### src/lsu_axi_pkg.sv
package lsu_axi_pkg;

  localparam int AXI_ID_W = 4;

  // Fixed single-beat transfer attributes
  localparam logic [7:0] AXI_LEN_ONE = 8'd0;
  localparam logic [2:0] AXI_SIZE_4B = 3'b010;
  localparam logic [1:0] AXI_BURST_INCR = 2'b01;

  typedef enum logic [2:0] {
    F3_B  = 3'b000,
    F3_H  = 3'b001,
    F3_W  = 3'b010,
    F3_BU = 3'b100,
    F3_HU = 3'b101
  } funct3_t;

  typedef enum logic [1:0] {
    RESP_OKAY   = 2'b00,
    RESP_SLVERR = 2'b10
  } axi_resp_t;

  // One bus word seen as byte lanes or halfword lanes
  typedef union packed {
    logic [3:0][7:0]  bytes;
    logic [1:0][15:0] halves;
  } data_word_u;

  typedef struct packed {
    logic        write;
    logic [31:0] addr;
    logic [31:0] data;
    funct3_t     funct3;
  } lsu_req_t;

  typedef struct packed {
    logic       write;
    logic [31:0] addr;
    data_word_u data;
    logic [3:0] strb;
    funct3_t    funct3;
    logic       misalign;
  } lsu_op_t;

  typedef struct packed {
    logic [31:0] data;
    logic        err;
    logic        write;
  } lsu_rsp_t;

  typedef struct packed {
    logic [AXI_ID_W-1:0] id;
    logic [31:0]         addr;
    logic [7:0]          len;
    logic [2:0]          size;
    logic [1:0]          burst;
  } axi_aw_t;

  typedef axi_aw_t axi_ar_t;

  typedef struct packed {
    logic [31:0] data;
    logic [3:0]  strb;
    logic        last;
  } axi_w_t;

  typedef struct packed {
    logic [AXI_ID_W-1:0] id;
    axi_resp_t           resp;
  } axi_b_t;

  typedef struct packed {
    logic [AXI_ID_W-1:0] id;
    logic [31:0]         data;
    axi_resp_t           resp;
    logic                last;
  } axi_r_t;

endpackage

### src/lsu_req_stage.sv
`timescale 1ns/10ps

module lsu_req_stage
  import lsu_axi_pkg::*;
(
  input  logic     clk,
  input  logic     rstn,
  input  logic     req_valid,
  input  lsu_req_t req,
  output logic     req_ready,
  output logic     op_valid,
  output lsu_op_t  op,
  input  logic     op_ready
);

  lsu_op_t    op_d;
  logic [1:0] ofs;

  assign ofs = req.addr[1:0];

  // Accept when empty or when the held entry leaves this cycle
  assign req_ready = ~op_valid | op_ready;

  always_comb begin
    op_d        = '0;
    op_d.write  = req.write;
    op_d.addr   = req.addr;
    op_d.funct3 = req.funct3;
    case (req.funct3)
      F3_B, F3_BU: begin
        for (int i = 0; i < 4; i++) begin
          op_d.data.bytes[i] = req.data[7:0];
        end
        op_d.strb = 4'b0001 << ofs;
      end
      F3_H, F3_HU: begin
        for (int i = 0; i < 2; i++) begin
          op_d.data.halves[i] = req.data[15:0];
        end
        op_d.strb     = ofs[1] ? 4'b1100 : 4'b0011;
        op_d.misalign = ofs[0];
      end
      default: begin
        // Full word, any low address bit is an error
        op_d.data     = req.data;
        op_d.strb     = 4'b1111;
        op_d.misalign = |ofs;
      end
    endcase
  end

  always_ff @(posedge clk or negedge rstn) begin
    if (!rstn) begin
      op_valid <= 1'b0;
    end else if (req_ready) begin
      op_valid <= req_valid;
    end
  end

  always_ff @(posedge clk) begin
    if (req_valid && req_ready) begin
      op <= op_d;
    end
  end

endmodule

### config.mk
export PLATFORM = sky130hd
export DESIGN_NAME = lsu_req_stage
export DESIGN_NICKNAME = d
export VERILOG_FILES = /design/src/lsu_axi_pkg.sv /design/src/lsu_req_stage.sv
export SDC_FILE = /design/constraint.sdc
export NUM_CORES = 1
export LEC_CHECK = 0
export BUFFER_PORTS_ARGS = -buffer_cell sky130_fd_sc_hd__buf_2
export CAP_MARGIN = 20
export CORE_AREA = 3 3 83 85
export DETAILED_ROUTE_END_ITERATION = 10
export DIE_AREA = 0 0 86 88
export GPL_TIMING_DRIVEN = 0
export PLACE_DENSITY = 0.76
export SLEW_MARGIN = 10
export SYNTH_ARGS = -nofsm -noshare
export SYNTH_HDL_FRONTEND = slang
export SYNTH_SLANG_ARGS = --single-unit
export TNS_END_PERCENT = 50
### constraint.sdc
create_clock -name clk -period 3.1 [get_ports clk]
set_clock_uncertainty 0.1 [all_clocks]
set_input_delay 0 -clock clk [delete_from_list [all_inputs] [get_ports clk]]
set_output_delay 0 -clock clk [all_outputs]
set_load 0.05 [all_outputs]
==> flow_summary.yaml <==
worst_setup_path:
  startpoint_type: "input port"
  rr_endpoint: "op[14]$_DFFE_PP_"
  critPathKind: "in2reg"
  cp_max_fo: 10
  cp.arrival_ns: 1.84
  endpoint_kind: "flip-flop"
  worst_r2r_path_depth: 3
  worstPathRequired_ns: 3.09
  r2r_slack_ns: 1.36
  r2r-start: "op_valid$_DFFE_PN0N_"
hold_path:
  holdPathStages: 2
  hold_path_class: "in2reg"
  hp-start: "req[50]"
  hold_end: "op[55]$_DFFE_PP_"
power:
  power_density_mw_per_mm2: 562
  leakage_uw: 0.00196
  irDropWorstVdd_mv: 0.520
  total_power_uw: 2580
global_route:
  grt_pass1_vias: 2374
  grt_pass1_wl_microns: 12200
  grt_start_max_net_pins: 39
  grt-ovfl-total: 0
  grt_use_total_pct: 21.9
  antenna_found_initial: 0
sta:
  timing.final.max_slew_violations: 0
  fmax_ghz: 0.540
  grt_setup_unrepaired: "false"
  period_share_pct: 59.7
  hold_violations: 0
  setup_viol: 0
  slew_headroom_pct: 66.1
  tightest_slew_ns: 0.508
  setup_slack_ns: 1.25
  fin_setup_tns_ns: 0
  finalCriticalPeriod_ns: 1.85
logic_synthesis:
  seq_area_frac_synth_pct: 82.2
  yosysWarnings: 0
  synth.avg_cell_area_sq_um: 20.4
  synth_common_cells: "edfxtp_1 (73), mux2_2 (16), mux2i_1 (8), nand2_1 (8), o21ai_2 (6)"
  synth_most_common_cell: "edfxtp_1"
  syn_inst: 132
  synth_area_leader_cell: "edfxtp_1"
  async_flop_share_pct: 1.35
  synth_area_leaders: "edfxtp_1 (81%), mux2_2 (6.7%), mux2i_1 (3.0%)"
  syn_nets: 204
  synth_area_sq_mm: 0.00270
  ys_seq_elements: 74
  synth_top_flop_cell: "edfxtp_1"
  synth_edf_count: 73
  yosysUniqueCellTypes: 17
  netlist.area_leader.share_pct: 81.3
routing:
  drc: 0
  vias: 2137
  drt_first_pass_iters: 4
  wl_per_cell_microns: 17.7
  drt_wl_total_microns: 8020
  drt_iter0_markers: 82
  routed_via_density: 4.73
  ant_nets: 0
placement:
  port_buffers: 146
  place_hpwl_microns: 4590
  place_ws_ns: 1.40
  dp_cells: 356
  placed_area_sq_mm: 0.00355
  place_congestion: 0.773
clock_network:
  htree_num_levels: 3
  ctsResizeCount: 0
  clkLatencyLatePin_ns: 0.34
  cts_inserted_buffers: 9
  cts_setup_buffers: 0
  cts_root_buffer: "clkbuf_8"
  clock_path_buffers: 2
  path_clk_slew_ns: 0.08
  cts.sinks: 74
  cts_hold_buf: 80
  cts_tree: "built"
floorplan:
  die_h_microns: 88
  coreArea_sq_mm: 0.00628
  initial_core_util_pct: 43.0
  dieArea_sq_mm: 0.00757
  pin_count: 147
  die_w_microns: 86
  row_count: 29
final_layout:
  final_nets: 442
  drive_above_1_share_pct: 50.7
  finalInstanceArea_sq_mm: 0.00459
  n_antenna_cell: 0
  layout.cells.non_filler: 452
  syn2layout_area_growth_pct: 70.1
outcome:
  outcome: "complete, no violations"
job:
  drv_cap: 0
## routing by layer
metal	track usage [%]	vias to the layer above	wire, microns
li1	-	989	-
met1	24.3	1008	3010
met2	38.1	126	4020
met3	8.18	14	835
met4	9.21	0	157
met5	0	-	0
## layout by cell type (no fill, tap or decap), types with 3 or more instances in the layout
cell,n
buf_2,146
buf_6,3
bufinv_16,3
clkbuf_8,9
dlygate4sd3_1,80
edfxtp_1,73
mux2_2,16
mux2i_1,8
nand2_1,8
nand2b_1,3
nor2_1,3
o21ai_2,6
## power breakdown
part,switching (uW),internal [uW]
Combinational,318,176
Sequential,14.6,1170
Clock,359,538
## area by class of cell
class	instances	area, sq um
flip-flops and latches	74	2220
fillers	385	1690
repair buffers	227	1550
multi-input cells	53	438
clock buffers	10	128
clock inverters	6	113
well taps	77	96.3
plain buffers	4	41.3
inverters	1	3.75
## logic make-up (layout without fill, tap and decap cells)
family | count (synthesis) | after routing | share of synthesized area [%]
flip-flops | 74 | 74 | 82.2
multiplexers | 24 | 24 | 9.65
AND/OR/NAND/NOR | 16 | 16 | 2.88
AO/OA/AOI/OAI | 13 | 13 | 3.62
buffers and inverters | 5 | 248 | 1.67
## sequential cells by signal (all words and copies together) (netlist names)
| name | count |
|---|---|
| op | 73 |
| op_valid | 1 |
## metrics by stage
| step | util, % | hold slack [ns] |
|---|---|---|
| 6_report | 73.1 | 0.267 |
| 5_1_grt | 73.1 | 0.255 |
| 4_1_cts | 73.1 | 0.255 |
| 3_5_place_dp | 56.5 | -0.324 |
| 3_3_place_gp | 56.2 | -0.324 |
| 2_1_floorplan | - | -0.396 |
## worst max-delay path, cell delays in order
cell and delay (ns):
dlygate4sd3_1 0.52, buf_2 0.16, buf_6 0.18, mux2i_1 0.30, o21ai_2 0.09, dlygate4sd3_1 0.57
## how the worst max path moves through the flow
stage | start | end | slack (ns) | cells after the start
floorplan | op_valid$_DFFE_PN0N_ | op[0]$_DFFE_PP_ | 0.48 | 2
global placement | op_valid$_DFFE_PN0N_ | op[29]$_DFFE_PP_ | 0.87 | 2
detailed placement | op_valid$_DFFE_PN0N_ | op[26]$_DFFE_PP_ | 1.40 | 3
CTS | req[0] | op[34]$_DFFE_PP_ | 1.33 | 6
global route | req[0] | op[34]$_DFFE_PP_ | 1.24 | 6
finish | req[0] | op[34]$_DFFE_PP_ | 1.25 | 6
(Power assumes the default switching activity.)
