### src/lsu_axi_pkg.sv
package lsu_axi_pkg;

  localparam int AXI_ID_W = 4;

  // Fixed single-beat transfer attributes
  localparam logic [7:0] AXI_LEN_ONE = 8'd0;
  localparam logic [2:0] AXI_SIZE_4B = 3'b010;
  localparam logic [1:0] AXI_BURST_INCR = 2'b01;

  typedef enum logic [2:0] {
    F3_B  = 3'b000,
    F3_H  = 3'b001,
    F3_W  = 3'b010,
    F3_BU = 3'b100,
    F3_HU = 3'b101
  } funct3_t;

  typedef enum logic [1:0] {
    RESP_OKAY   = 2'b00,
    RESP_SLVERR = 2'b10
  } axi_resp_t;

  // One bus word seen as byte lanes or halfword lanes
  typedef union packed {
    logic [3:0][7:0]  bytes;
    logic [1:0][15:0] halves;
  } data_word_u;

  typedef struct packed {
    logic        write;
    logic [31:0] addr;
    logic [31:0] data;
    funct3_t     funct3;
  } lsu_req_t;

  typedef struct packed {
    logic       write;
    logic [31:0] addr;
    data_word_u data;
    logic [3:0] strb;
    funct3_t    funct3;
    logic       misalign;
  } lsu_op_t;

  typedef struct packed {
    logic [31:0] data;
    logic        err;
    logic        write;
  } lsu_rsp_t;

  typedef struct packed {
    logic [AXI_ID_W-1:0] id;
    logic [31:0]         addr;
    logic [7:0]          len;
    logic [2:0]          size;
    logic [1:0]          burst;
  } axi_aw_t;

  typedef axi_aw_t axi_ar_t;

  typedef struct packed {
    logic [31:0] data;
    logic [3:0]  strb;
    logic        last;
  } axi_w_t;

  typedef struct packed {
    logic [AXI_ID_W-1:0] id;
    axi_resp_t           resp;
  } axi_b_t;

  typedef struct packed {
    logic [AXI_ID_W-1:0] id;
    logic [31:0]         data;
    axi_resp_t           resp;
    logic                last;
  } axi_r_t;

endpackage

### src/lsu_resp_stage.sv
`timescale 1ns/10ps

module lsu_resp_stage
  import lsu_axi_pkg::*;
(
  input  logic     clk,
  input  logic     rstn,
  input  logic     res_valid,
  input  lsu_rsp_t res,
  input  lsu_op_t  res_op,
  output logic     res_ready,
  output logic     rsp_valid,
  output lsu_rsp_t rsp,
  input  logic     rsp_ready
);

  data_word_u  word;
  logic [1:0]  ofs;
  logic [7:0]  lb;
  logic [15:0] lh;
  lsu_rsp_t    rsp_d;

  assign res_ready = ~rsp_valid | rsp_ready;

  always_comb begin
    word  = res.data;
    ofs   = res_op.addr[1:0];
    lb    = word.bytes[ofs];
    lh    = word.halves[ofs[1]];
    rsp_d = res;
    if (res.write || res.err) begin
      rsp_d.data = '0;
    end else begin
      case (res_op.funct3)
        F3_B:    rsp_d.data = {{24{lb[7]}}, lb};
        F3_BU:   rsp_d.data = {24'b0, lb};
        F3_H:    rsp_d.data = {{16{lh[15]}}, lh};
        F3_HU:   rsp_d.data = {16'b0, lh};
        default: rsp_d.data = word;
      endcase
    end
  end

  always_ff @(posedge clk or negedge rstn) begin
    if (!rstn) begin
      rsp_valid <= 1'b0;
    end else if (res_ready) begin
      rsp_valid <= res_valid;
    end
  end

  always_ff @(posedge clk) begin
    if (res_valid && res_ready) begin
      rsp <= rsp_d;
    end
  end

endmodule

### config.mk
export PLATFORM = sky130hd
export DESIGN_NAME = lsu_resp_stage
export DESIGN_NICKNAME = d
export VERILOG_FILES = /design/src/lsu_axi_pkg.sv /design/src/lsu_resp_stage.sv
export SDC_FILE = /design/constraint.sdc
export NUM_CORES = 1
export LEC_CHECK = 0
export BUFFER_PORTS_ARGS = -buffer_cell sky130_fd_sc_hd__buf_2
export CAP_MARGIN = 30
export CORE_MARGIN = 3
export CORE_UTILIZATION = 42
export CTS_CLUSTER_DIAMETER = 120
export CTS_CLUSTER_SIZE = 10
export DETAILED_ROUTE_END_ITERATION = 7
export PLACE_DENSITY = 0.87
export SETUP_SLACK_MARGIN = 0.02
export SLEW_MARGIN = 20
export SYNTH_ARGS = -nofsm -noshare
export SYNTH_HDL_FRONTEND = slang
export SYNTH_SLANG_ARGS = --single-unit
### constraint.sdc
create_clock -name clk -period 1.99 [get_ports clk]
set_input_delay 0.398 -clock clk [delete_from_list [all_inputs] [get_ports clk]]
set_output_delay 0.398 -clock clk [all_outputs]
set_load 0.005 [all_outputs]
==> results.toml <==
[status]
status = "finished, final reports clean"

[layout]
area_delta_synth_final_pct = 25.56
fill_cells = 443
drive_gt1_share_pct = 38.13
num_antenna_cells = 0
fin_util_pct = 55.38
num-nets-final = 388

[power]
p_leak_nw = 1.119
sequentialPowerShare_pct = 50.8
power_mw = 1.706
switching_share_pct = 25.29
pwr-share-clk_pct = 30.2
ir_drop_mv = 0.2659
internal-power_mw = 1.275
switchingPower_mw = 0.4316
power.density_nw_per_um2 = 639.6
power_frac_comb_pct = 18.9

[clocking]
clkTransAtPathRegs_ns = 0.06
cts_made_buffers = 5
post_cts_resized = 0
cts.sinks = 35
cts_tree = "yes"
insertion_delay_ns = 0.29
cts_setup_buffers = 0
clock-root-buffer = "clkbuf_8"
cts_max_path_buffers = 2
htree_num_levels = 2

[global_route]
grt_max_degree = 35
grt_usage_pct = 18.17
grt_pass1_wl_um = 8500
grt_pass1_vias = 1748
grt_overflow = 0
antenna_found_initial = 0

[sta]
finalCritPeriodShare_pct = 78.42
fin_skew_ns = 0.009348
finalMaxSlewViolations = 0
fin_ws_ns = 0.4295
fin_tns_setup_ns = 0
post-route-min-period_ns = 1.561
max_freq_mhz = 640.8
worst_slew_pin_slew_ns = 0.4821
rsz0062_at_grt = "no"
setup_viol = 0
maxSlewHeadroom_pct = 67.80
hold_viol_final = 0

[drt]
dr.pass1.iters = 4
drt_iter0_markers = 193
drcViolationCount = 0
wl_per_cell_um = 15.52
vias_per_cell = 5.545
via_count = 1913
antenna_left = 0
drt_wl_total_um = 5355

[worst_setup_path]
required_ns = 2.01
slowest_stage = "mux4_2"
critPathMaxStageDelay_ns = 0.69
crit_path_end_kind = "register"
cp.arrival_ns = 1.58
crit_fanout = 16
cp-start-kind = "primary input"
cp_cell_sequence = "buf_2 > mux4_2 > nand2_8 > a31oi_1"
worstSetupPathType = "primary input to register"

[synth]
synth-seq-area-share_pct = 49.23
synth.cell_area_um2 = 2125
synth_most_common_cell = "edfxtp_1"
yosysWarningCount = 0
synth_edf_count = 34
syn_area_per_cell_um2 = 10.62
async_flop_share_pct = 2.857
synth_cells = 200
yosysTopAreaCell = "edfxtp_1"
synth_area_leaders = "edfxtp_1 (48%), a21o_1 (5.7%), a31oi_1 (5.0%)"
syn_nets = 311
synth_seq_cells = 35
yosys-top-cells-count = "edfxtp_1 (34), nand2_1 (27), a31oi_1 (17)"
synth-main-ff-cell = "edfxtp_1"
yosysTopAreaCellShare_pct = 48.06
synthDistinctLibCells = 33

[floorplanning]
die_h_um = 77.12
start_util_pct = 44.10
coreArea_um2 = 4817
rows = 25
dieWidth_um = 77.12
dieArea_um2 = 5947
io_pins = 147

[placement]
io_buffers = 78
dp_hpwl_um = 3946
dpl_worst_slack_ns = 0.1469
place_congestion = 0.8608

[flow_run]
drv_cap = 0

[min_path]
hold_class = "primary input to register"
-- per-stage QoR --
stage | cells | hold slack [ns] | instance area, µm²
2_1_floorplan | 200 | 0.1024 | 2125
4_1_cts | 345 | 0.3068 | 2668
3_3_place_gp | 336 | 0.1729 | 2566
5_1_grt | 345 | 0.3102 | 2668
6_report | 345 | 0.3160 | 2668
3_5_place_dp | 336 | 0.1752 | 2566
-- kinds of logic after synthesis --
family | after synthesis | share of synthesized area, %
simple gates | 69 | 17.79
compound gates | 65 | 21.79
flops | 35 | 49.23
buf+inv | 20 | 4.888
mux | 11 | 6.302
-- worst max-delay path, delay by kind of cell --
family | cells | cell delay (ns)
simple gates | 1 | 0.19
buf+inv | 1 | 0.19
mux | 1 | 0.69
compound gates | 1 | 0.12
-- power groups by stage --
stage | sequential, mW | combinational [mW] | clock [mW]
after floorplan | 0.891 | 0.181 | 0
after global placement | 0.883 | 0.311 | 0
after detailed placement | 0.883 | 0.319 | 0
after CTS | 0.868 | 0.321 | 0.531
after global routing | 0.872 | 0.355 | 0.561
final | 0.867 | 0.323 | 0.516
-- timing repair --
item | 4_1_cts | 5_1_grt
setup endpoints to repair | 0 | 0
endpoints found under the hold margin | 1 | 0
hold buffers | 1 | 0
-- state kept, by name, indices dropped and copies added (netlist names) --
name,flops
rsp_valid,1
rsp,34
-- cell type report --
type	instances	area [µm²]	area share, %
clock buffers	7	86.33	3.236
clock inverters	1	5.005	0.1876
inverters	3	11.26	0.4221
multi-input cells	145	974.7	36.54
flip-flops and latches	35	1046	39.21
well taps	67	83.83	3.143
repair buffers	87	460.4	17.26
-- routing by layer --
layer	global-route usage (%)	vias up	routed length [µm]
met4	8.719	0	169
met1	24.51	854	2305
met3	4.695	19	508
met5	0	-	0
li1	-	927	-
met2	27.12	113	2371
-- cell usage in the layout (no fill, tap or decap), types with 2 or more instances in the layout --
cell type / count
o21ai_0: 3
mux2_2: 9
nor2b_1: 2
edfxtp_1: 34
clkbuf_8: 6
nand2b_1: 10
a211o_1: 4
a21o_1: 16
nand3_1: 2
inv_1: 2
nand4_1: 14
o211a_1: 4
nand2_1: 27
a211oi_1: 3
nand3b_1: 5
buf_4: 8
buf_2: 78
o211ai_1: 8
nor2_1: 4
a21oi_1: 5
a31oi_1: 17
o21a_1: 4
-- worst paths after layout --
path | from | endpoint | slack, ns | cells past startpoint
max reg2reg | rsp_valid | rsp[32] | 0.67 | 3
max | res_op[40] | rsp[28] | 0.43 | 4
min in group asynchronous | rstn | rsp_valid | 0.42 | 2
min reg2reg | rsp_valid | rsp_valid | 0.52 | 2
min | res_valid | rsp_valid | 0.32 | 2
max in group asynchronous | rstn | rsp_valid | 1.49 | 2
No activity file was read; power rests on OpenSTA's default activity.
