`config.mk`:
```
export PLATFORM = sky130hd
export DESIGN_NAME = lsu_axi_master
export DESIGN_NICKNAME = d
export VERILOG_FILES = /design/src/lsu_axi_pkg.sv /design/src/lsu_axi_master.sv
export SDC_FILE = /design/constraint.sdc
export NUM_CORES = 1
export LEC_CHECK = 0
export BUFFER_PORTS_ARGS = -buffer_cell sky130_fd_sc_hd__buf_2
export CORE_AREA = 4 4 143 145
export DETAILED_ROUTE_END_ITERATION = 12
export DIE_AREA = 0 0 147 149
export HOLD_SLACK_MARGIN = 0.08
export SLEW_MARGIN = 20
export SYNTH_ARGS = -nofsm -noshare
export SYNTH_HDL_FRONTEND = slang
export SYNTH_SLANG_ARGS = --single-unit
```
`constraint.sdc`:
```
create_clock -name clk -period 2.8 [get_ports clk]
set_clock_uncertainty 0.1 [all_clocks]
set_input_delay 0 -clock clk [delete_from_list [all_inputs] [get_ports clk]]
set_output_delay 0 -clock clk [all_outputs]
set_load 0.03 [all_outputs]
```
`src/lsu_axi_pkg.sv`:
```
package lsu_axi_pkg;

  localparam int AXI_ID_W = 4;

  // Fixed single-beat transfer attributes
  localparam logic [7:0] AXI_LEN_ONE = 8'd0;
  localparam logic [2:0] AXI_SIZE_4B = 3'b010;
  localparam logic [1:0] AXI_BURST_INCR = 2'b01;

  typedef enum logic [2:0] {
    F3_B  = 3'b000,
    F3_H  = 3'b001,
    F3_W  = 3'b010,
    F3_BU = 3'b100,
    F3_HU = 3'b101
  } funct3_t;

  typedef enum logic [1:0] {
    RESP_OKAY   = 2'b00,
    RESP_SLVERR = 2'b10
  } axi_resp_t;

  // One bus word seen as byte lanes or halfword lanes
  typedef union packed {
    logic [3:0][7:0]  bytes;
    logic [1:0][15:0] halves;
  } data_word_u;

  typedef struct packed {
    logic        write;
    logic [31:0] addr;
    logic [31:0] data;
    funct3_t     funct3;
  } lsu_req_t;

  typedef struct packed {
    logic       write;
    logic [31:0] addr;
    data_word_u data;
    logic [3:0] strb;
    funct3_t    funct3;
    logic       misalign;
  } lsu_op_t;

  typedef struct packed {
    logic [31:0] data;
    logic        err;
    logic        write;
  } lsu_rsp_t;

  typedef struct packed {
    logic [AXI_ID_W-1:0] id;
    logic [31:0]         addr;
    logic [7:0]          len;
    logic [2:0]          size;
    logic [1:0]          burst;
  } axi_aw_t;

  typedef axi_aw_t axi_ar_t;

  typedef struct packed {
    logic [31:0] data;
    logic [3:0]  strb;
    logic        last;
  } axi_w_t;

  typedef struct packed {
    logic [AXI_ID_W-1:0] id;
    axi_resp_t           resp;
  } axi_b_t;

  typedef struct packed {
    logic [AXI_ID_W-1:0] id;
    logic [31:0]         data;
    axi_resp_t           resp;
    logic                last;
  } axi_r_t;

endpackage

```
`src/lsu_axi_master.sv`:
```
`timescale 1ns/10ps

module lsu_axi_master
  import lsu_axi_pkg::*;
#(
  parameter logic [AXI_ID_W-1:0] MASTER_ID = '0
) (
  input  logic     clk,
  input  logic     rstn,
  input  logic     op_valid,
  input  lsu_op_t  op,
  output logic     op_ready,
  output axi_aw_t  aw,
  output logic     awvalid,
  input  logic     awready,
  output axi_w_t   w,
  output logic     wvalid,
  input  logic     wready,
  input  axi_b_t   b,
  input  logic     bvalid,
  output logic     bready,
  output axi_ar_t  ar,
  output logic     arvalid,
  input  logic     arready,
  input  axi_r_t   r,
  input  logic     rvalid,
  output logic     rready,
  output logic     res_valid,
  output lsu_rsp_t res,
  input  logic     res_ready,
  output lsu_op_t  res_op
);

  localparam int IDLE_BIT = 0;
  localparam int AR_BIT   = 1;
  localparam int R_BIT    = 2;
  localparam int AW_BIT   = 3;
  localparam int B_BIT    = 4;
  localparam int RES_BIT  = 5;

  typedef enum logic [5:0] {
    IDLE = 6'b000001,
    AR   = 6'b000010,
    R    = 6'b000100,
    AW   = 6'b001000,
    B    = 6'b010000,
    RES  = 6'b100000
  } state_t;

  state_t  state, state_d;
  lsu_op_t op_r;
  logic    aw_pend, w_pend;
  logic    op_hs, aw_hs, w_hs, ar_hs;

  assign op_hs = op_valid & op_ready;
  assign aw_hs = awvalid & awready;
  assign w_hs  = wvalid & wready;
  assign ar_hs = arvalid & arready;

  always_ff @(posedge clk) begin
    if (op_hs) begin
      op_r <= op;
    end
  end

  // AW and W may complete in different cycles
  always_ff @(posedge clk or negedge rstn) begin
    if (!rstn) begin
      aw_pend <= 1'b0;
      w_pend  <= 1'b0;
    end else if (op_hs && op.write && !op.misalign) begin
      aw_pend <= 1'b1;
      w_pend  <= 1'b1;
    end else begin
      if (aw_hs) aw_pend <= 1'b0;
      if (w_hs) w_pend <= 1'b0;
    end
  end

  always_ff @(posedge clk or negedge rstn) begin
    if (!rstn) begin
      state <= IDLE;
    end else begin
      state <= state_d;
    end
  end

  always_comb begin
    state_d = state;
    unique case (1'b1)
      state[IDLE_BIT]: begin
        if (op_valid) begin
          state_d = op.misalign ? RES : (op.write ? AW : AR);
        end
      end
      state[AR_BIT]: if (ar_hs) state_d = R;
      state[R_BIT]: if (rvalid && res_ready) state_d = IDLE;
      state[AW_BIT]: begin
        if ((!aw_pend || aw_hs) && (!w_pend || w_hs)) begin
          state_d = B;
        end
      end
      state[B_BIT]: if (bvalid && res_ready) state_d = IDLE;
      state[RES_BIT]: if (res_ready) state_d = IDLE;
      default: state_d = IDLE;
    endcase
  end

  always_comb begin
    aw.id    = MASTER_ID;
    aw.addr  = {op_r.addr[31:2], 2'b00};
    aw.len   = AXI_LEN_ONE;
    aw.size  = AXI_SIZE_4B;
    aw.burst = AXI_BURST_INCR;
    ar       = aw;
    w.data   = op_r.data;
    w.strb   = op_r.strb;
    w.last   = 1'b1;

    op_ready  = state[IDLE_BIT];
    arvalid   = state[AR_BIT];
    awvalid   = state[AW_BIT] & aw_pend;
    wvalid    = state[AW_BIT] & w_pend;
    rready    = state[R_BIT] & res_ready;
    bready    = state[B_BIT] & res_ready;
    res_valid = 1'b0;
    res       = '0;
    res.write = op_r.write;

    // R and B beats pass straight through to the response stage
    if (state[R_BIT]) begin
      res_valid = rvalid;
      res.data  = r.data;
      res.err   = (r.resp != RESP_OKAY);
    end else if (state[B_BIT]) begin
      res_valid = bvalid;
      res.err   = (b.resp != RESP_OKAY);
    end else if (state[RES_BIT]) begin
      res_valid = 1'b1;
      res.err   = 1'b1;
    end
  end

  assign res_op = op_r;

endmodule

```
==> results.toml, run 1 <==
[timing]
hold_viol = 0
max_freq_ghz = 0.475
period_share = 0.752
fin_setup_tns_ns = 0
period_needed_ns = 2.11
finalWorstSetupSlack_ns = 0.693
rsz0062_at_grt = "false"
setup_viol = 0
slew_headroom = 0.363
worstMarginPinSlew_ns = 0.955
drv_slew = 0

[place]
dp_slack_ns = 1.01
dp_hpwl_mm = 8.84
gp_congestion = 0.745
io_buffers = 327

[worst_setup_path]
crit_start = "state[2]$_DFF_PN0_"
cp-endpoint = "res[1]"
regToRegSetupSlack_ns = 0.74
arrival_ns = 2.01
r2r_cells = 4
worstPathMaxFanout = 40
r2r-start = "state[2]$_DFF_PN0_"
worstPathRequired_ns = 2.70
start_kind = "flop"
reg2reg_to = "state[0]$_DFF_PN1_"
critical_path_class = "flop to primary output"
cp-end-kind = "primary output"

[route]
via_per_inst = 3.39
via_count = 2999
drcViolationCount = 0
wl_per_cell_um = 13.0
totalWireLength_mm = 11.5
first_pass_iters = 4
ant_nets = 0
drt_iter0_drc = 88

[floorplanning]
rows = 51
io_pins = 376
die_w_um = 147
fp.dieH_um = 149
die_area_um2 = 21900
core_area_um2 = 19200
start_util = 0.201

[finish]
drive_gt1_frac = 0.564
syn2layout_area_growth_pct = 57.8
nets = 741
diodes = 0

[power_and_ir_drop]
p_total_uw = 5040
worst_ir_drop_vdd_v = 0.000373
powerDensity_nw_per_um2 = 825
p_leak_uw = 0.00296

[yosys]
synth_simple_gate_area_frac = 0.0747
synth_flop_cell = "edfxtp_1"
synthTopCellsByArea = "edfxtp_1, buf_4, and2_1"
synth_area_leader_cell = "edfxtp_1"
syn_inst = 292
synthMuxAreaShare = 0.00259
avgSynthCellArea_um2 = 13.3
synth_compound_area_frac = 0.0265
synth-edff-count = 73
synth.most_common_cell = "buf_4"
synth-async-reset-ratio = 0.0988
synthTopCellsByCount = "buf_4, edfxtp_1, and2_1"
synth_area_um2 = 3870
ys_seq_area_frac = 0.618
synth_top_cell_area_share = 0.566
synth_warnings = 0
yosysUniqueCellTypes = 26
synth-xor-area-share = 0
synth-seq-cells = 81
synth_fa_ha_area_frac = 0
synth_top_family_by_area = "buffers and inverters"

[run_status]
outcome = "complete, no violations"

[cts]
cts.sinks = 81
cts.htree.levels = 3
cts.clk_slew.worst_paths_ns = 0.06
clock_latency_ns = 0.33
cts_resized = 0
cts-root-buf = "clkbuf_16"
cts_tree = "built"
cts_buffers = 9
cts.path.max_buffers = 2

[grt]
grt_overflow = 0
grt_max_degree = 42
grt_first_pass_wirelength_mm = 16.0
grt_pass1_vias = 2832
antenna_found_initial = 2
grtUsageTotal = 0.0955

[flow_run]
cap_viol_max_count = 0

[worst_hold_path]
min_path_type = "input port to primary output"
## through the flow
step	hold WS, ns	instance area, µm²	utilization	instances
after global routing	0.246	6110	0.318	884
after global placement	-0.246	4960	0.258	783
after floorplan	-0.396	4010	-	329
after CTS	0.249	6110	0.318	884
final	0.258	6110	0.318	884
after detailed placement	-0.247	4960	0.258	783
## what timing repair did
| action | CTS | global route |
|---|---|---|
| hold buffers | 85 | 0 |
| hold endpoints to repair | 89 | 0 |
| buffers inserted | 0 | 0 |
## cell usage in the layout, fill, tap and decap left out, types with 2 or more instances in the layout
master / synthesis / final
clkinv_4: 0 / 2
o21ai_0: 2 / 2
dlygate4sd3_1: 0 / 85
clkinv_2: 0 / 3
edfxtp_1: 73 / 73
inv_1: 6 / 5
dfrtp_1: 7 / 7
conb_1: 2 / 39
clkbuf_16: 0 / 9
and2_1: 34 / 34
nor2_1: 3 / 3
a21o_1: 3 / 3
a22o_1: 2 / 2
buf_2: 1 / 327
o21ai_1: 2 / 2
nand2_1: 7 / 7
## state kept, by name, indices dropped and copies added (netlist names)
name / cells
ar: 30
res: 1
res_op: 42
state: 6
w_pend: 1
aw_pend: 1
## power breakdown
part / leakage (µW) / internal, µW / switching, µW
combinational: 0.00203 / 587 / 1490
sequential: 0.000786 / 1610 / 182
clock: 0.000147 / 690 / 476
## area by class of cell
cell class	count	area, µm²
Fill cell	1898	13100
Tap cell	265	332
Clock inverter	7	70.1
Timing Repair Buffer	414	2510
Inverter	6	23.8
Sequential cell	81	2390
Clock buffer	9	225
Multi-Input combinational cell	102	548
## worst max-delay path, cell delays in order (launching register included)
cell     delay (ns)
dfrtp_1        0.97
o21ai_0        0.31
o31ai_1        0.15
buf_2          0.25
## metal layers
layer / GRT usage / up-vias / routed length [µm]
li1: - / 1442 / -
met1: 0.112 / 1386 / 4440
met2: 0.165 / 151 / 6020
met3: 0.0349 / 16 / 885
met4: 0.0275 / 4 / 139
met5: 0 / - / 22
## how the worst min path moves through the flow
stage | start | depth (start not counted) | slack, ns | endpoint
floorplan | rstn | 0 | -0.40 | aw_pend$_DFFE_PN0P_
global placement | rstn | 1 | -0.25 | state[4]$_DFF_PN0_
detailed placement | rstn | 1 | -0.25 | state[2]$_DFF_PN0_
CTS | op[20] | 2 | 0.25 | res_op[20]$_DFFE_PN_
global route | op[70] | 2 | 0.25 | ar[43]$_DFFE_PN_
finish | r[18] | 3 | 0.26 | res[17]
## kinds of logic (layout without fill, tap and decap cells)
kind of cell / count (synthesis) / count (layout)
other: 2 / 39
multiplexers: 1 / 1
buffers and inverters: 146 / 436
AO/OA/AOI/OAI: 14 / 14
AND/OR/NAND/NOR: 48 / 48
flip-flops: 81 / 81
Note: power is estimated with default switching activity, not from simulation.
==> run 2: changes to the inputs <==
ABC_AREA = 1   (was default)
CORE_AREA = 4 4 144 146   (was 4 4 143 145)
DIE_AREA = 0 0 148 150   (was 0 0 147 149)
clock period = 2.09 ns   (was 2.8 ns; I/O delays follow)
==> run 2 against run 1 <==
Critical path depth up 3. Die area increased by 1.4%. Largest power group unchanged. Critical path type is now flop to flop. Area after synthesis rose by 1.3%. Sequential power rose by 32%.
==> results.toml, run 2 <==
[cts]
cts_tree = "built"
cts.htree.levels = 3
cts_buffers = 9
ctsHoldBuffers = 88
postCtsSetupRepairBufs = 0
cts.sinks = 81
cts-root-buf = "clkbuf_16"
cts_resized = 0
cts.path.max_buffers = 2
clock_latency_ns = 0.34
cts.clk_slew.worst_paths_ns = 0.07

[power_and_ir_drop]
p_int_uw = 3810
pwr-share-seq = 0.344
combinationalPowerShare = 0.435
p_sw_uw = 3110
powerDensity_nw_per_um2 = 1120
worst_ir_drop_vdd_v = 0.000336
pwr-share-clk = 0.220
switching_share = 0.450
p_leak_uw = 0.00323

[route]
via_count = 3254
totalWireLength_mm = 12.2
first_pass_iters = 4
drt_iter0_drc = 93
via_per_inst = 3.48
drcViolationCount = 0
wl_per_cell_um = 13.0
ant_nets = 0

[place]
dp.cells = 832
dp_hpwl_mm = 9.37
io_buffers = 327
gp_congestion = 0.753

[grt]
grt_pass1_vias = 3124
busiest_layer = "met2"
grt_overflow = 0
grt_first_pass_wirelength_mm = 17.1
antenna_found_initial = 1
grt_util_met1 = 0.109
grtUsageTotal = 0.101
grt_use_met2 = 0.181
grt_max_degree = 51
use_met3 = 0.0339

[worst_hold_path]
holdCritStartpoint = "r[27]"
hold_path_end = "res[26]"
hold_depth = 4
min_path_type = "input port to primary output"

[floorplanning]
fp.dieH_um = 150
start_util = 0.202
die_area_um2 = 22200
core_area_um2 = 19400
die_w_um = 148
io_pins = 376
rows = 51

[timing]
drv_slew = 0
max_freq_ghz = 0.510
hold_viol = 0
whs_ns = 0.230
fin_setup_tns_ns = 0
period_needed_ns = 1.96
period_share = 0.938
rsz0062_at_grt = "false"
setup_viol = 0

[flow_run]
cap_viol_max_count = 0

[yosys]
synth_area_um2 = 3920
synth_area_leader_cell = "edfxtp_1"
syn_inst = 340
synth_warnings = 0
synth_top_cell_area_share = 0.559
synth-seq-cells = 81
avgSynthCellArea_um2 = 11.5
synthTopCellsByArea = "edfxtp_1, buf_4, nand2_1"
ys_seq_area_frac = 0.610
synth.most_common_cell = "buf_4"
yosysUniqueCellTypes = 17
synth_flop_cell = "edfxtp_1"
synth-edff-count = 73
synth-async-reset-ratio = 0.0988
synthTopCellsByCount = "buf_4, edfxtp_1, nand2_1"

[finish]
multi_input_area_um2 = 453
n_fill_cell = 1994
largest_reg_flops = 42
seq_area_um2 = 2390
layout_common_cells = "buf_2, dlygate4sd3_1, edfxtp_1"
final_common_cell = "buf_2"
nets = 793
fin_cells = 936
diodes = 0
syn2layout_area_growth_pct = 57.6
drive_gt1_frac = 0.523

[worst_setup_path]
worstPathRequired_ns = 2.26
slowest_stage = "dfstp_2"
reg2reg_to = "state[1]$_DFF_PN0_"
r2r-start = "state[0]$_DFF_PN1_"
critical_path_class = "flop to flop"
cp-end-kind = "flop"
max_stage_delay_ns = 0.56
r2r_cells = 6
regToRegSetupSlack_ns = 0.13
start_kind = "flop"
critPathBufInv = 3
arrival_ns = 2.13
worstPathMaxFanout = 25
path_cells = "nand2_2 > clkinvlp_4 > buf_4 > nand2_1 > o22ai_1 > dlygate4sd3_1"
crit_family = "buffers and inverters"

[run_status]
outcome = "complete, no violations"
[run 2: routing by layer]
layer | routed length, µm | share of wire
met5 | 8 | 0.00066
met4 | 196 | 0.016
met2 | 6310 | 0.52
met3 | 1220 | 0.10
met1 | 4430 | 0.36
[run 2: area by class of cell]
class | count | share of cell area
tap | 265 | 0.0537
clock inverter | 7 | 0.00952
multi-input combinational | 113 | 0.0733
clock buffer | 9 | 0.0364
inverter | 43 | 0.0267
timing repair buffer | 418 | 0.413
sequential | 81 | 0.387
[run 2: kinds of logic (layout without fill, tap and decap cells)]
family	count (synthesis)	count (layout)	share of synthesized area
AO/OA/AOI/OAI	8	8	0.0112
buffers and inverters	183	477	0.310
flip-flops	81	81	0.610
other	2	39	0.00192
AND/OR/NAND/NOR	66	66	0.0664
[run 2: power groups by stage]
stage	combinational [µW]	sequential, µW	clock, µW
6_report	3010	2380	1530
2_1_floorplan	1930	2870	0
4_1_cts	3050	2380	1610
3_5_place_dp	2880	2410	0
3_3_place_gp	2870	2410	0
5_1_grt	3200	2430	1670
[run 2: worst max path at each step]
stage                    endpoint  slack, ns  cells after the start                from
6_report       state[1]$_DFF_PN0_       0.13                      6  state[0]$_DFF_PN1_
5_1_grt        state[1]$_DFF_PN0_       0.02                      6  state[0]$_DFF_PN1_
4_1_cts        state[1]$_DFF_PN0_       0.09                      6  state[0]$_DFF_PN1_
3_5_place_dp   state[3]$_DFF_PN0_       0.53                      5  state[0]$_DFF_PN1_
2_1_floorplan    ar[15]$_DFFE_PN_      0.001                      2  state[0]$_DFF_PN1_
3_3_place_gp   state[3]$_DFF_PN0_       0.55                      5  state[0]$_DFF_PN1_
[run 2: worst register-to-register path: cells and delay by family, from the launching register on]
family	cells	cell delay [ns]
flops	1	0.56
simple gates	2	0.18
buf+inv	3	0.96
compound gates	1	0.11
[run 2: through the flow]
step	instance area, µm²	util	setup WS [ns]	total power [µW]
2_1_floorplan	4070	-	0.00132	4800
3_3_place_gp	5010	0.259	0.554	5280
6_report	6180	0.319	0.129	6920
5_1_grt	6180	0.319	0.0232	7300
3_5_place_dp	5010	0.259	0.526	5290
4_1_cts	6180	0.319	0.0864	7040
==> run 3: changes to the inputs <==
==> constraint.sdc (replaced) <==
create_clock -name clk -period 2.09 [get_ports clk]
set_clock_uncertainty 0.1 [all_clocks]
set_input_delay 0.5225 -clock clk [delete_from_list [all_inputs] [get_ports clk]]
set_output_delay 0.5225 -clock clk [all_outputs]
set_load 0.03 [all_outputs]
==> run 3 against run 2 <==
Cell area shrank 13%. Global-route usage shrank 0.85 points. Sequential cell count is the same. Total power shrank 1.9%. Worst setup slack lost 0.0033 ns. Largest cell class is now registers. Fmax shrank 0.17%. Critical endpoint is now res_valid. Non-clock buffer count shrank 86. Combinational power shrank 4%. Utilization shrank 4.3 points. Sequential power is essentially flat.
==> results.toml, run 3 (synthesized netlist as in run 2, its figures left out) <==
[run_status]
outcome = "complete, no violations"

[timing]
fin_setup_tns_ns = 0
period_share = 0.940
setup_viol = 0
max_freq_ghz = 0.509
whs_ns = 0.253
period_needed_ns = 1.96
rsz0062_at_grt = "false"
hold_viol = 0
drv_slew = 0

[worst_setup_path]
regToRegSetupSlack_ns = 0.64
r2r-start = "state[0]$_DFF_PN1_"
slowest_stage = "dfrtp_2"
max_stage_delay_ns = 0.45
arrival_ns = 1.34
reg2reg_to = "ar[30]$_DFFE_PN_"
path_cells = "inv_2 > nor2_1 > a31oi_1 > buf_2"
cp-end-kind = "primary output"
start_kind = "flop"
r2r_cells = 3
worstPathMaxFanout = 5
worstPathRequired_ns = 1.47
critical_path_class = "flop to primary output"

[route]
drt_iter0_drc = 80
via_count = 2896
wl_per_cell_um = 13.2
first_pass_iters = 4
drcViolationCount = 0
ant_nets = 0
via_per_inst = 3.40
totalWireLength_mm = 11.3

[finish]
n_fill_cell = 2076
final_common_cell = "buf_2"
drive_gt1_frac = 0.603
postLayoutCellArea_um2 = 5360
largest_reg_flops = 42
nets = 707
layout_common_cells = "buf_2, edfxtp_1, nand2_1"
syn2layout_area_growth_pct = 36.6

[cts]
postCtsSetupRepairBufs = 0
cts_buffers = 9
cts_tree = "built"
cts-root-buf = "clkbuf_16"
clock_latency_ns = 0.34
cts.clk_slew.worst_paths_ns = 0.07
cts.htree.levels = 3
cts.sinks = 81
cts.path.max_buffers = 2

[place]
gp_congestion = 0.783
dp_hpwl_mm = 9.57
io_buffers = 327
place_area_um2 = 5050

[power_and_ir_drop]
worst_ir_drop_vdd_v = 0.000377
powerDensity_nw_per_um2 = 1270
p_total_uw = 6790
p_leak_uw = 0.00288

[floorplanning]
die_w_um = 148
io_pins = 376
core_area_um2 = 19400
fp.dieH_um = 150
die_area_um2 = 22200
start_util = 0.202
rows = 51

[flow_run]
cap_viol_max_count = 0

[grt]
grt_first_pass_wirelength_mm = 15.2
grt_max_degree = 40
antenna_found_initial = 0
grtUsageTotal = 0.0923
grt_pass1_vias = 2701
grt_overflow = 0

[worst_hold_path]
min_path_type = "input port to flop"
holdCritStartpoint = "op[61]"
hold_path_end = "ar[34]$_DFFE_PN_"
hold_depth = 1
-- run 3: where the power goes --
group	total [µW]	internal, µW	leakage [µW]	switching [µW]
logic	2880	710	0.00195	2170
registers	2380	2170	0.000783	215
clock network	1530	831	0.000142	697
total	6790	3710	0.00288	3080
-- run 3: metrics by stage --
stage,utilization,std cells,setup slack [ns]
floorplan,-,377,-0.0317
global placement,0.260,833,0.316
detailed placement,0.260,833,0.298
CTS,0.276,850,0.0287
global route,0.276,850,0.00610
finish,0.276,852,0.125
-- run 3: how the worst max path moves through the flow --
stage / start / end / slack, ns / cells after the start
3_5_place_dp: rvalid / res_valid / 0.30 / 4
5_1_grt: state[4]$_DFF_PN0_ / res_valid / 0.006 / 3
2_1_floorplan: op_valid / ar[15]$_DFFE_PN_ / -0.03 / 2
3_3_place_gp: rvalid / res_valid / 0.32 / 4
6_report: state[2]$_DFF_PN0_ / res_valid / 0.13 / 4
4_1_cts: state[2]$_DFF_PN0_ / res[19] / 0.03 / 4
-- run 3: final cells by class --
| cell class | instances | area (µm²) | share of cell area |
|---|---|---|---|
| tap | 265 | 332 | 0.0619 |
| sequential | 81 | 2390 | 0.447 |
| antenna | 2 | 5.00 | 0.000935 |
| clock buffer | 9 | 225 | 0.0421 |
| inverter | 43 | 165 | 0.0308 |
| clock inverter | 7 | 61.3 | 0.0114 |
| timing repair buffer | 332 | 1710 | 0.318 |
| multi-input combinational | 113 | 467 | 0.0871 |
-- run 3: layer usage --
metal / global-route usage / share of wire
met1: 0.105 / 0.37
met2: 0.163 / 0.51
met3: 0.0288 / 0.11
met4: 0.0337 / 0.012
met5: 0 / 0
-- run 3: worst max-delay path: cells and delay by family (launching register included) --
family          cells  cell delay [ns]
simple gates        1             0.04
buf+inv             2             0.34
flops               1             0.45
compound gates      1             0.17
-- run 3: repair_timing --
action,CTS,global route
hold endpoints to repair,7,0
gates resized for setup,0,2
hold buffers,1,0
setup endpoints to repair,0,19
